[config.mk]
export PLATFORM = sky130hd
export DESIGN_NAME = minx_video
export DESIGN_NICKNAME = d
export VERILOG_FILES = /design/src/minx_pkg.sv /design/src/prc_pkg.sv /design/src/apb_reg_bank.sv /design/src/vram_arbiter.sv /design/src/prc_frame_reader.sv /design/src/copy_fifo.sv /design/src/lcd_controller.sv /design/src/minx_video.sv
export SDC_FILE = /design/constraint.sdc
export NUM_CORES = 2
export LEC_CHECK = 0
export ABC_AREA = 0
export BUFFER_PORTS_ARGS = -buffer_cell sky130_fd_sc_hd__buf_2
export CAP_MARGIN = 25
export CORE_MARGIN = 10
export CORE_UTILIZATION = 45
export CTS_CLUSTER_SIZE = 28
export DETAILED_ROUTE_END_ITERATION = 10
export HOLD_SLACK_MARGIN = 0.06
export SETUP_SLACK_MARGIN = 0.1
export SYNTH_ARGS = -nofsm -noshare
export SYNTH_HDL_FRONTEND = slang
export SYNTH_MEMORY_MAX_BITS = 65536
export SYNTH_SLANG_ARGS = --single-unit
[constraint.sdc]
create_clock -name clk -period 4.9 [get_ports clk]
set_input_delay 0.245 -clock clk [delete_from_list [all_inputs] [get_ports clk]]
set_output_delay 0.245 -clock clk [all_outputs]
set_load 0.05 [all_outputs]
[src/minx_pkg.sv]
package minx_pkg;

    // Video RAM window seen by the CPU
    localparam logic [15:0] vram_base  = 16'h1000;
    localparam int          vram_bytes = 256;

    // Display RAM window of the LCD controller
    localparam logic [15:0] lcd_base = 16'h2100;

    // Control registers
    localparam logic [15:0] reg_ctrl   = 16'h2000; // Bit 0 starts a frame copy
    localparam logic [15:0] reg_status = 16'h2001; // Bit 0 is busy
    localparam logic [15:0] reg_length = 16'h2002; // Bytes to copy minus one

    typedef struct packed {
        logic [15:0] paddr;
        logic        pwrite;
        logic [7:0]  pwdata;
        logic        psel;
        logic        penable;
    } apb_req_t;

    typedef enum logic [2:0] {
        region_vram,
        region_ctrl,
        region_status,
        region_length,
        region_lcd,
        region_none
    } region_e;

endpackage

[src/prc_pkg.sv]
package prc_pkg;

    // Largest frame the PRC copies, also the display RAM size
    localparam int frame_bytes_max = 256;

    typedef enum logic [1:0] {
        idle,
        request,  // Waiting for bus_ack
        transfer, // Issuing video RAM reads
        drain     // Waiting for the LCD side to finish
    } prc_state_e;

    // One byte on its way to display RAM
    typedef struct packed {
        logic [7:0] index;
        logic [7:0] data;
        logic       last;
    } copy_beat_t;

endpackage

[src/apb_reg_bank.sv]
module apb_reg_bank
(
    input  logic               clk,
    input  logic               reset,
    input  minx_pkg::apb_req_t apb,
    output logic [7:0]         prdata,
    output logic               pready,

    output logic               vram_sel,
    output logic               vram_we,
    output logic [7:0]         vram_addr,
    output logic [7:0]         vram_wdata,
    input  logic [7:0]         vram_rdata,
    input  logic               vram_ready,

    output logic               start,
    output logic [7:0]         frame_length,
    input  logic               busy,

    output logic [7:0]         lcd_addr,
    input  logic [7:0]         lcd_rdata
);

    minx_pkg::region_e region;
    logic              access;
    logic [7:0]        length_q;

    always_comb begin
        if (apb.paddr[15:8] == minx_pkg::vram_base[15:8])
            region = minx_pkg::region_vram;
        else if (apb.paddr[15:8] == minx_pkg::lcd_base[15:8])
            region = minx_pkg::region_lcd;
        else if (apb.paddr == minx_pkg::reg_ctrl)
            region = minx_pkg::region_ctrl;
        else if (apb.paddr == minx_pkg::reg_status)
            region = minx_pkg::region_status;
        else if (apb.paddr == minx_pkg::reg_length)
            region = minx_pkg::region_length;
        else
            region = minx_pkg::region_none;
    end

    assign access = apb.psel & apb.penable;

    // Video RAM accesses wait on the arbiter, everything else is immediate
    assign pready = access & ((region != minx_pkg::region_vram) | vram_ready);

    assign vram_sel   = access & (region == minx_pkg::region_vram);
    assign vram_we    = apb.pwrite;
    assign vram_addr  = apb.paddr[7:0];
    assign vram_wdata = apb.pwdata;
    assign lcd_addr   = apb.paddr[7:0];

    assign start = access & apb.pwrite & (region == minx_pkg::region_ctrl)
                 & apb.pwdata[0] & ~busy; // Dropped while a copy runs

    always_ff @(posedge clk) begin
        if (reset)
            length_q <= '0;
        else if (access && apb.pwrite && region == minx_pkg::region_length)
            length_q <= apb.pwdata;
    end

    assign frame_length = length_q;

    always_comb begin
        case (region)
            minx_pkg::region_vram:   prdata = vram_rdata;
            minx_pkg::region_lcd:    prdata = lcd_rdata;
            minx_pkg::region_status: prdata = {7'b0, busy};
            minx_pkg::region_length: prdata = length_q;
            default:                 prdata = 8'h00; // Control is write-only
        endcase
    end

endmodule

[src/vram_arbiter.sv]
module vram_arbiter
(
    input  logic       clk,
    input  logic       reset,

    input  logic       vram_sel,
    input  logic       vram_we,
    input  logic [7:0] vram_addr,
    input  logic [7:0] vram_wdata,
    output logic [7:0] vram_rdata,
    output logic       vram_ready,

    input  logic       bus_request,
    output logic       bus_ack,
    input  logic       prc_rd_en,
    input  logic [7:0] prc_addr,
    output logic [7:0] prc_rdata
);

    logic [7:0] mem [minx_pkg::vram_bytes];
    logic [7:0] rdata_q;
    logic [7:0] ram_addr;
    logic       cpu_phase;
    logic       cpu_start;
    logic       ram_rd;

    // CPU may only begin while the PRC neither asks for nor holds the bus
    assign cpu_start = vram_sel & ~cpu_phase & ~bus_request & ~bus_ack;

    assign ram_rd   = (cpu_start & ~vram_we) | (prc_rd_en & bus_ack);
    assign ram_addr = bus_ack ? prc_addr : vram_addr;

    always_ff @(posedge clk) begin
        if (reset) begin
            cpu_phase <= 1'b0;
            bus_ack   <= 1'b0;
        end else begin
            cpu_phase <= cpu_start;   // Second access cycle completes the CPU access
            bus_ack   <= bus_request; // Requests are blocked from starting CPU work
        end
    end

    always_ff @(posedge clk) begin
        if (cpu_start && vram_we)
            mem[vram_addr] <= vram_wdata;
        if (ram_rd)
            rdata_q <= mem[ram_addr];
    end

    assign vram_ready = cpu_phase;
    assign vram_rdata = rdata_q;
    assign prc_rdata  = rdata_q;

endmodule

[src/prc_frame_reader.sv]
module prc_frame_reader
(
    input  logic                clk,
    input  logic                reset,
    input  logic                start,
    input  logic [7:0]          frame_length,
    output logic                busy,

    output logic                bus_request,
    input  logic                bus_ack,
    output logic                prc_rd_en,
    output logic [7:0]          prc_addr,
    input  logic [7:0]          prc_rdata,

    output logic                push,
    output prc_pkg::copy_beat_t push_beat,
    input  logic                full,
    input  logic                irq_frame_copy
);

    prc_pkg::prc_state_e state;
    prc_pkg::copy_beat_t ret_beat;
    prc_pkg::copy_beat_t hold_beat;
    logic [7:0]          length_q;
    logic [7:0]          addr_q;
    logic [7:0]          rd_index;
    logic                rd_last;
    logic                rd_pending;
    logic                hold_valid;
    logic                accept;
    logic                issue;

    assign busy        = (state != prc_pkg::idle) & ~irq_frame_copy;
    assign accept      = start & ~busy;
    assign bus_request = (state == prc_pkg::request) | (state == prc_pkg::transfer);

    // No new read while the hold slot is taken, so a returning byte always has a place
    assign issue     = (state == prc_pkg::transfer) & bus_ack & ~full & ~hold_valid;
    assign prc_rd_en = issue;
    assign prc_addr  = addr_q;

    assign ret_beat  = '{index: rd_index, data: prc_rdata, last: rd_last};
    assign push      = ~full & (hold_valid | rd_pending);
    assign push_beat = hold_valid ? hold_beat : ret_beat;

    always_ff @(posedge clk) begin
        if (reset) begin
            state      <= prc_pkg::idle;
            rd_pending <= 1'b0;
            hold_valid <= 1'b0;
        end else begin
            rd_pending <= issue;
            if (rd_pending && full)
                hold_valid <= 1'b1;
            else if (hold_valid && !full)
                hold_valid <= 1'b0;

            case (state)
                prc_pkg::idle:     if (accept) state <= prc_pkg::request;
                prc_pkg::request:  if (bus_ack) state <= prc_pkg::transfer;
                prc_pkg::transfer: if (issue && addr_q == length_q) state <= prc_pkg::drain;
                prc_pkg::drain:    if (irq_frame_copy)
                                       state <= accept ? prc_pkg::request : prc_pkg::idle;
                default:           state <= prc_pkg::idle;
            endcase
        end
    end

    always_ff @(posedge clk) begin
        if (accept) begin
            length_q <= frame_length;
            addr_q   <= '0;
        end else if (issue) begin
            addr_q <= addr_q + 8'd1;
        end
        if (issue) begin
            rd_index <= addr_q;
            rd_last  <= (addr_q == length_q);
        end
        if (rd_pending && full)
            hold_beat <= ret_beat; // Byte returned into a full FIFO
    end

endmodule

[src/copy_fifo.sv]
module copy_fifo
#(
    parameter int fifo_depth = 8
)
(
    input  logic                clk,
    input  logic                reset,
    input  logic                push,
    input  prc_pkg::copy_beat_t push_beat,
    output logic                full,
    input  logic                pop,
    output prc_pkg::copy_beat_t pop_beat,
    output logic                empty
);

    localparam int              aw         = $clog2(fifo_depth);
    localparam logic [aw:0]     full_count = (aw + 1)'(fifo_depth);

    prc_pkg::copy_beat_t mem [fifo_depth];
    logic [aw-1:0]       wr_ptr;
    logic [aw-1:0]       rd_ptr;
    logic [aw:0]         count;
    logic                do_push;
    logic                do_pop;

    assign full     = (count == full_count);
    assign empty    = (count == '0);
    assign do_push  = push & ~full;
    assign do_pop   = pop & ~empty;
    assign pop_beat = mem[rd_ptr]; // Head shown without a wait

    always_ff @(posedge clk) begin
        if (reset) begin
            wr_ptr <= '0;
            rd_ptr <= '0;
            count  <= '0;
        end else begin
            if (do_push)
                wr_ptr <= wr_ptr + 1'b1;
            if (do_pop)
                rd_ptr <= rd_ptr + 1'b1;
            case ({do_push, do_pop})
                2'b10:   count <= count + 1'b1;
                2'b01:   count <= count - 1'b1;
                default: count <= count;
            endcase
        end
    end

    always_ff @(posedge clk) begin
        if (do_push)
            mem[wr_ptr] <= push_beat;
    end

endmodule

[src/lcd_controller.sv]
module lcd_controller
(
    input  logic                clk,
    input  logic                reset,

    output logic                pop,
    input  prc_pkg::copy_beat_t pop_beat,
    input  logic                empty,

    input  logic [7:0]          lcd_addr,
    output logic [7:0]          lcd_rdata,
    output logic                irq_frame_copy
);

    logic [7:0] mem [prc_pkg::frame_bytes_max];
    logic       irq_q;

    // Always ready, one beat per cycle
    assign pop = ~empty;

    always_ff @(posedge clk) begin
        if (pop)
            mem[pop_beat.index] <= pop_beat.data;
    end

    always_ff @(posedge clk) begin
        if (reset)
            irq_q <= 1'b0;
        else
            irq_q <= pop & pop_beat.last; // Frame is complete once the last byte lands
    end

    assign irq_frame_copy = irq_q;

    // CPU read-back path
    assign lcd_rdata = mem[lcd_addr];

endmodule

[src/minx_video.sv]
module minx_video
#(
    parameter int fifo_depth = 8
)
(
    input  logic               clk,
    input  logic               reset,
    input  minx_pkg::apb_req_t apb,
    output logic [7:0]         prdata,
    output logic               pready,
    output logic               irq_frame_copy
);

    logic                vram_sel;
    logic                vram_we;
    logic [7:0]          vram_addr;
    logic [7:0]          vram_wdata;
    logic [7:0]          vram_rdata;
    logic                vram_ready;
    logic                start;
    logic [7:0]          frame_length;
    logic                busy;
    logic [7:0]          lcd_addr;
    logic [7:0]          lcd_rdata;

    logic                bus_request;
    logic                bus_ack;
    logic                prc_rd_en;
    logic [7:0]          prc_addr;
    logic [7:0]          prc_rdata;

    logic                push;
    logic                full;
    logic                pop;
    logic                empty;
    prc_pkg::copy_beat_t push_beat;
    prc_pkg::copy_beat_t pop_beat;

    apb_reg_bank regs
    (
        .clk          (clk),
        .reset        (reset),
        .apb          (apb),
        .prdata       (prdata),
        .pready       (pready),
        .vram_sel     (vram_sel),
        .vram_we      (vram_we),
        .vram_addr    (vram_addr),
        .vram_wdata   (vram_wdata),
        .vram_rdata   (vram_rdata),
        .vram_ready   (vram_ready),
        .start        (start),
        .frame_length (frame_length),
        .busy         (busy),
        .lcd_addr     (lcd_addr),
        .lcd_rdata    (lcd_rdata)
    );

    vram_arbiter vram
    (
        .clk         (clk),
        .reset       (reset),
        .vram_sel    (vram_sel),
        .vram_we     (vram_we),
        .vram_addr   (vram_addr),
        .vram_wdata  (vram_wdata),
        .vram_rdata  (vram_rdata),
        .vram_ready  (vram_ready),
        .bus_request (bus_request),
        .bus_ack     (bus_ack),
        .prc_rd_en   (prc_rd_en),
        .prc_addr    (prc_addr),
        .prc_rdata   (prc_rdata)
    );

    prc_frame_reader prc
    (
        .clk            (clk),
        .reset          (reset),
        .start          (start),
        .frame_length   (frame_length),
        .busy           (busy),
        .bus_request    (bus_request),
        .bus_ack        (bus_ack),
        .prc_rd_en      (prc_rd_en),
        .prc_addr       (prc_addr),
        .prc_rdata      (prc_rdata),
        .push           (push),
        .push_beat      (push_beat),
        .full           (full),
        .irq_frame_copy (irq_frame_copy)
    );

    copy_fifo #(.fifo_depth(fifo_depth)) fifo
    (
        .clk       (clk),
        .reset     (reset),
        .push      (push),
        .push_beat (push_beat),
        .full      (full),
        .pop       (pop),
        .pop_beat  (pop_beat),
        .empty     (empty)
    );

    lcd_controller lcd
    (
        .clk            (clk),
        .reset          (reset),
        .pop            (pop),
        .pop_beat       (pop_beat),
        .empty          (empty),
        .lcd_addr       (lcd_addr),
        .lcd_rdata      (lcd_rdata),
        .irq_frame_copy (irq_frame_copy)
    );

endmodule

### Word-level counts from Yosys, hierarchy flattened

Memory sizes are Yosys's and may differ from the RTL's. A register that Yosys moved wholly into a read port is not among the register bits.
Cells that the tools add are included.
Widths: inputs -> output; s select.

* eq/ne operators: 20
* multipliers: 0
* muxes and demuxes: 24
* bitwise gates (word level): 33
* reductions and logical operators: 15
* shift-type cells: 0
* divide/modulo/power cells: 0
* $add $sub $neg: 5
* magnitude comparators: 0

Operators with widths (number)
* $eq 16x14->1 const B: 3
* $pmux 8 s4: 1
* $mux 3: 7
* $and 1x1->1: 20
* $mux 17: 1
* $not 1->1: 9
* $add 8x1->8 const B: 1
* $eq 8x5->1 const B: 1
* $eq 8x6->1 const B: 1
* $eq 8x8->1: 1
* $mux 1: 8
* $mux 2: 4
* $mux 8: 1
* $pmux 2 s4: 1
* $pmux 4 s2: 1
* $add 3x1->3 const B: 2
* $eq 2x2->1 const B: 3
* $eq 3x2->1 const B: 2
* $logic_and 1x1->1: 6
* $reduce_bool 2->1: 3
* $add 4x1->4 const B: 1
* $eq 2x1->1 const B: 2
* $eq 4x4->1 const B: 1
* $logic_not 4->1: 1
* other kinds (11): 16

* flip-flop bits (word level): 67
* bits in latches: 0
* input bits: 29
* memory bits (writable): 4232
* memories kept: 3
* ROM bits: 0

Memory list
* lcd.mem: words 256, width 8, read ports 1, clocked after Yosys merged registers in 0, wr ports 1, RTL line lcd_controller.sv:15 `logic [7:0] mem [prc_pkg::frame_bytes_max];`
* vram.mem: words 256, width 8, read ports 1, clocked after Yosys merged registers in 1, wr ports 1, RTL line vram_arbiter.sv:20 `logic [7:0] mem [minx_pkg::vram_bytes];`
* fifo.mem: words 8, width 17, read ports 1, clocked after Yosys merged registers in 1, wr ports 1, RTL line copy_fifo.sv:19 `prc_pkg::copy_beat_t mem [fifo_depth];`

### Logic depth before layout (Yosys ltp)

* word-level depth: 14
* mapped depth: 14
* gate-level depth less buffers: 10

### By module

Synthesis repeated with hierarchy kept, for this count alone.

* cells, all modules: 9038
* area total of the unflattened synthesis: 168603.0 sq um

By module, submodules not included
* vram_arbiter: seq. area each 61779.3 sq um, cells an instance 4821, times used 1, area an instance 80694.9 sq um
* lcd_controller: seq. area each 61519.0 sq um, cells an instance 3701, times used 1, area an instance 79127.1 sq um
* copy_fifo: seq. area each 4344.2 sq um, cells an instance 272, times used 1, area an instance 5890.6 sq um
* prc_frame_reader: seq. area each 1261.2 sq um, cells an instance 142, times used 1, area an instance 2039.5 sq um
* apb_reg_bank: seq. area each 160.2 sq um, cells an instance 102, times used 1, area an instance 850.8 sq um

### Worst setup path before layout

OpenSTA, ideal clock, no wires.

* kind: register to register
* start point: reg (tool-made name)
* end point: mem lcd.mem[0][0] (data pin)
* library setup time: 0.555 ns
* path slack: 0.687 ns
* cell stages (with the launch flop): 6
* required time: 4.345 ns
* buffers on the path: 3
* arrival time: 3.658 ns
* cell sequence: dfxtp_1 -> clkbuf_1 -> buf_2 -> buf_1 -> mux4_2 -> mux2_2

RTL lines (RTL line)
* end: declaration: lcd_controller.sv:15

### Worst setup path in the final report

* start point: mem lcd.mem[620][2], in the netlist lcd.mem[155][2]
* end point: out prdata[2]

* cells in the longest elaborated chain, start to end: 2

RTL lines
* $mem_v2 256x8
* $pmux 8 s4: RTL line apb_reg_bank.sv:67 `case (region)`
* end: declaration: RTL line minx_video.sv:9 `output logic [7:0] prdata,`

Every way passes these cells.

==> key figures <==
Worst setup path
  – Worst Setup End Kind: output port
  – Worst setup path endpoint: prdata[2]
  – Crit path DAT: 4.14 ns
  – R2R Path End: vram.prc_rdata[6]
  – Cell family with the largest share of critical-path delay: compound AO/OA/AOI/OAI gates
  – Max stage delay on crit path: 0.61 ns
  – CP Cell Sequence: mux4_2, mux4_2, o21ai_0, nand3_1, o21ai_1, a21oi_1, buf_12
  – Reg2Reg Setup Slack: 0.54 ns
  – CP Max Fanout: 1
  – Worst Setup Path Type: reg2out
  – Reg2reg start: prc.prc_addr[0]
  – Worst Path Buf+Inv: 1
  – Critical Path Start Type: flop
  – Crit path from: lcd.mem[155][2]
  – Worst EP required: approximately 4.7 ns
  – Crit path depth: 7
  – Most frequent CP cell: mux4_2
  – R2R cell count: 8
  – Critical-path top delay cell: o21ai_0

Yosys
  – Mapped Avg Cell Area: 19.5 um2
  – Seq cells post-synth: 4310
  – Top-area cell type share of the netlist area: 76.5%
  – Adder-cell share of the synthesized area: less than 1%
  – Post-synth cell types: 67
  – Syn nets: 8633
  – Post-synth EDFFs: 4274
  – Mux cell area share after synthesis: around 14%
  – Mapped Cells: ~8600
  – Post-synthesis xor/xnor area fraction: 0.110%
  – Post-synthesis sequential area ratio: 76.9%
  – Synth Flop Type: edfxtp_1
  – Synth area leaders: edfxtp_1, mux4_2, mux2i_1
  – Main combinational cell family by area after synthesis: multiplexers
  – FFs w/ async S/R, synth: 0%
  – Warnings from Yosys: 0
  – Area leader, netlist: edfxtp_1
  – Synthesized area: 168000 um2
  – Simple-gate share of the synthesized area: slightly below 4%
  – Compound-Gate Fraction of Synth Area: 3.14%

STA
  – Slew of the pin with the lowest slew margin: 1.16 ns
  – Final period util: 89.4%
  – Tightest hold margin: 0.0985 ns
  – Clock Skew: 0.0678 ns
  – Slew Limit Headroom: approximately 22%
  – Unrepaired setup endpoints after global routing: no
  – Final Hold Viols: 0
  – Highest clock rate: 228 MHz
  – Final slew viol count: 0
  – Min Tclk post-route: ~4.4 ns
  – Setup-failing EPs final: 0
  – Sum Neg Setup Slack: 0 ns

Floorplanning
  – Initial Util: 45.1%
  – DIE HEIGHT: 631 um
  – Die footprint: 398000 um2
  – I/O pins: 39
  – Rows: 224
  – Core Area: 372000 um2
  – Die width: between 600 and 700 um

Power
  – Internal power: about 64 mW
  – Reg power frac: 51.7%
  – Final Power: roughly 83 mW
  – Leakage: 61.6 nW
  – VDD IR-drop max: about 0.00037 V
  – Sw Share: 23.5%
  – Sw Pwr: 19.6 mW
  – Logic pwr share: 8.7%
  – Pwr dens: 432 nW/um2
  – Power share of the clock group: between 30% and 40%

Global routing
  – Total track usage: between 20% and 30%
  – GR Util met3: 3.92%
  – Number of global-route vias before repair: 88100
  – Largest net degree at the start of global routing: 193
  – Initial antenna violation count: 19
  – M1 GR Usage: about a third
  – GRT Residual Overflow: 0
  – Top Usage Layer GRT: met2
  – First-pass GRT wire length: 663000 um
  – GR Util met2: 36.5%

Layout
  – Design Area, Final: 193000 um2
  – Non-Filler Instances: 14600
  – Leading cell type in the layout, fill and taps excluded: edfxtp_1
  – Most frequent cells in the layout: edfxtp_1, mux4_2, buf_4
  – Share of cells above drive strength 1: 24.0%
  – Layout area overhead: 14.9%
  – Final net count: 9288

Job
  – Max cap viols: 0

Clock tree
  – Clock latency at the later pin of the worst-skew pair: 0.98 ns
  – Number of H-tree levels: 5
  – CTS sink cnt: 4310
  – Clock transition at path regs: 0.06 ns
  – CTS tree: built
  – Setup Fix Bufs, Post-CTS: 0
  – Root Driver: clkbuf_16
  – # hold bufs at CTS: 14
  – # resized after CTS: 0
  – Clock tree buffer depth: 4
  – Num CTS Buffers: 434

Placement
  – Routability cong.: ~0.87
  – Cell Area, Placed: 179000 um2
  – Placed Cells: 13800
  – Final HPWL DP: approximately 290000 um
  – I/O Buffers: 38

Drt
  – Routed via count: 88700
  – Pre-antenna DRT Iters: 6
  – Wire length per cell: 31.8 um
  – Total routed wirelength: roughly 460000 um
  – Post-route ant nets: 0
  – Initial DRC Count: 11500
  – Vias/cell: 6.08
  – Post-route DRC: 0

Min path
  – Hold WC Path Type: in2reg

Status
  – Outcome: completed
==> logic make-up after synthesis <==
group	Yosys count
AOI/OAI and AO/OA	788
muxes	1348
xor gates and xnor gates	21
DFF	4310
buffers and inverters	547
and+or+nand+nor	1568
adders and majority gates	11
==> through the flow <==
stage / setup slack, ns / util (%)
2_1_floorplan: 0.687 / -
3_3_place_gp: 0.440 / 48.0
3_5_place_dp: 0.439 / 48.0
4_1_cts: 0.451 / 51.9
5_1_grt: 0.289 / 51.9
6_report: 0.519 / 51.9
==> synthesized netlist by cell type, types with 6 or more instances <==
library cell,instances
a21oi_1,195
buf_2,148
o21ai_1,15
xnor2_1,13
mux4_2,850
inv_1,14
a221oi_1,10
nand2b_1,11
buf_1,34
a31oi_1,17
o31ai_1,9
nand4_1,27
o221ai_1,91
o41ai_1,22
a2111oi_0,49
nor2_1,596
a32oi_1,15
edfxtp_1,4274
o21ai_0,105
a22oi_1,28
clkbuf_1,316
mux2_2,39
and2_1,17
nor3_1,64
nand3_1,226
a211oi_1,6
dfxtp_1,36
nand2_1,583
o2111ai_1,9
o22ai_1,141
buf_4,32
ha_1,10
mux2i_1,459
a311oi_1,49
nor2b_1,17
xor2_1,8
==> metal layers <==
| layer | vias to the layer above | wire length, um |
|---|---|---|
| met2 | 4431 | 223000 |
| met1 | 47000 | 183000 |
| li1 | 36500 | - |
| met5 | - | 40 |
| met4 | 6 | 19700 |
| met3 | 859 | 39200 |
==> flip-flops by register name, indices dropped and copies added (netlist names), 8 cells and up, named ones only <==
name,flops
prc.rd_index,8
prc.length_q,8
lcd.mem,2048
prc.hold_beat,17
vram.prc_rdata,8
prc.prc_addr,8
fifo.mem,136
regs.frame_length,8
vram.mem,2048
==> area by class of cell <==
class / count / area [um2]
fillers: 29200 / 179000
flip-flops and latches: 4310 / 129000
multi-input cells: 3736 / 36700
clock buffers: 531 / 11400
repair buffers: 750 / 6650
well taps: 4972 / 6220
clock inverters: 273 / 2620
inverters: 16 / 67.6
diodes: 12 / 30.0
==> worst min path at each step <==
stage / startpoint / cells past startpoint / slack [ns] / end
final: apb[9] / 1 / 0.1 / vram.mem[216][7]
after global routing: apb[9] / 1 / 0.14 / vram.mem[217][7]
after CTS: apb[9] / 1 / 0.1 / vram.mem[224][7]
after detailed placement: regs.frame_length[3] / 0 / 0.45 / prc.length_q[3]
after global placement: regs.frame_length[3] / 0 / 0.44 / prc.length_q[3]
after floorplan: apb[2] / 0 / 0.34 / vram.mem[0][0]
==> power groups by stage <==
| stage | Clock [mW] | Sequential [mW] | Combinational (mW) |
|---|---|---|---|
| after floorplan | 0 | 44.0 | 3.62 |
| after global placement | 0 | 43.8 | 7.01 |
| after detailed placement | 0 | 43.9 | 7.30 |
| after CTS | 33.4 | 43.1 | 7.31 |
| after global routing | 34.8 | 43.1 | 7.72 |
| final | 32.9 | 43.1 | 7.28 |
No activity file was read; power rests on OpenSTA's default activity.
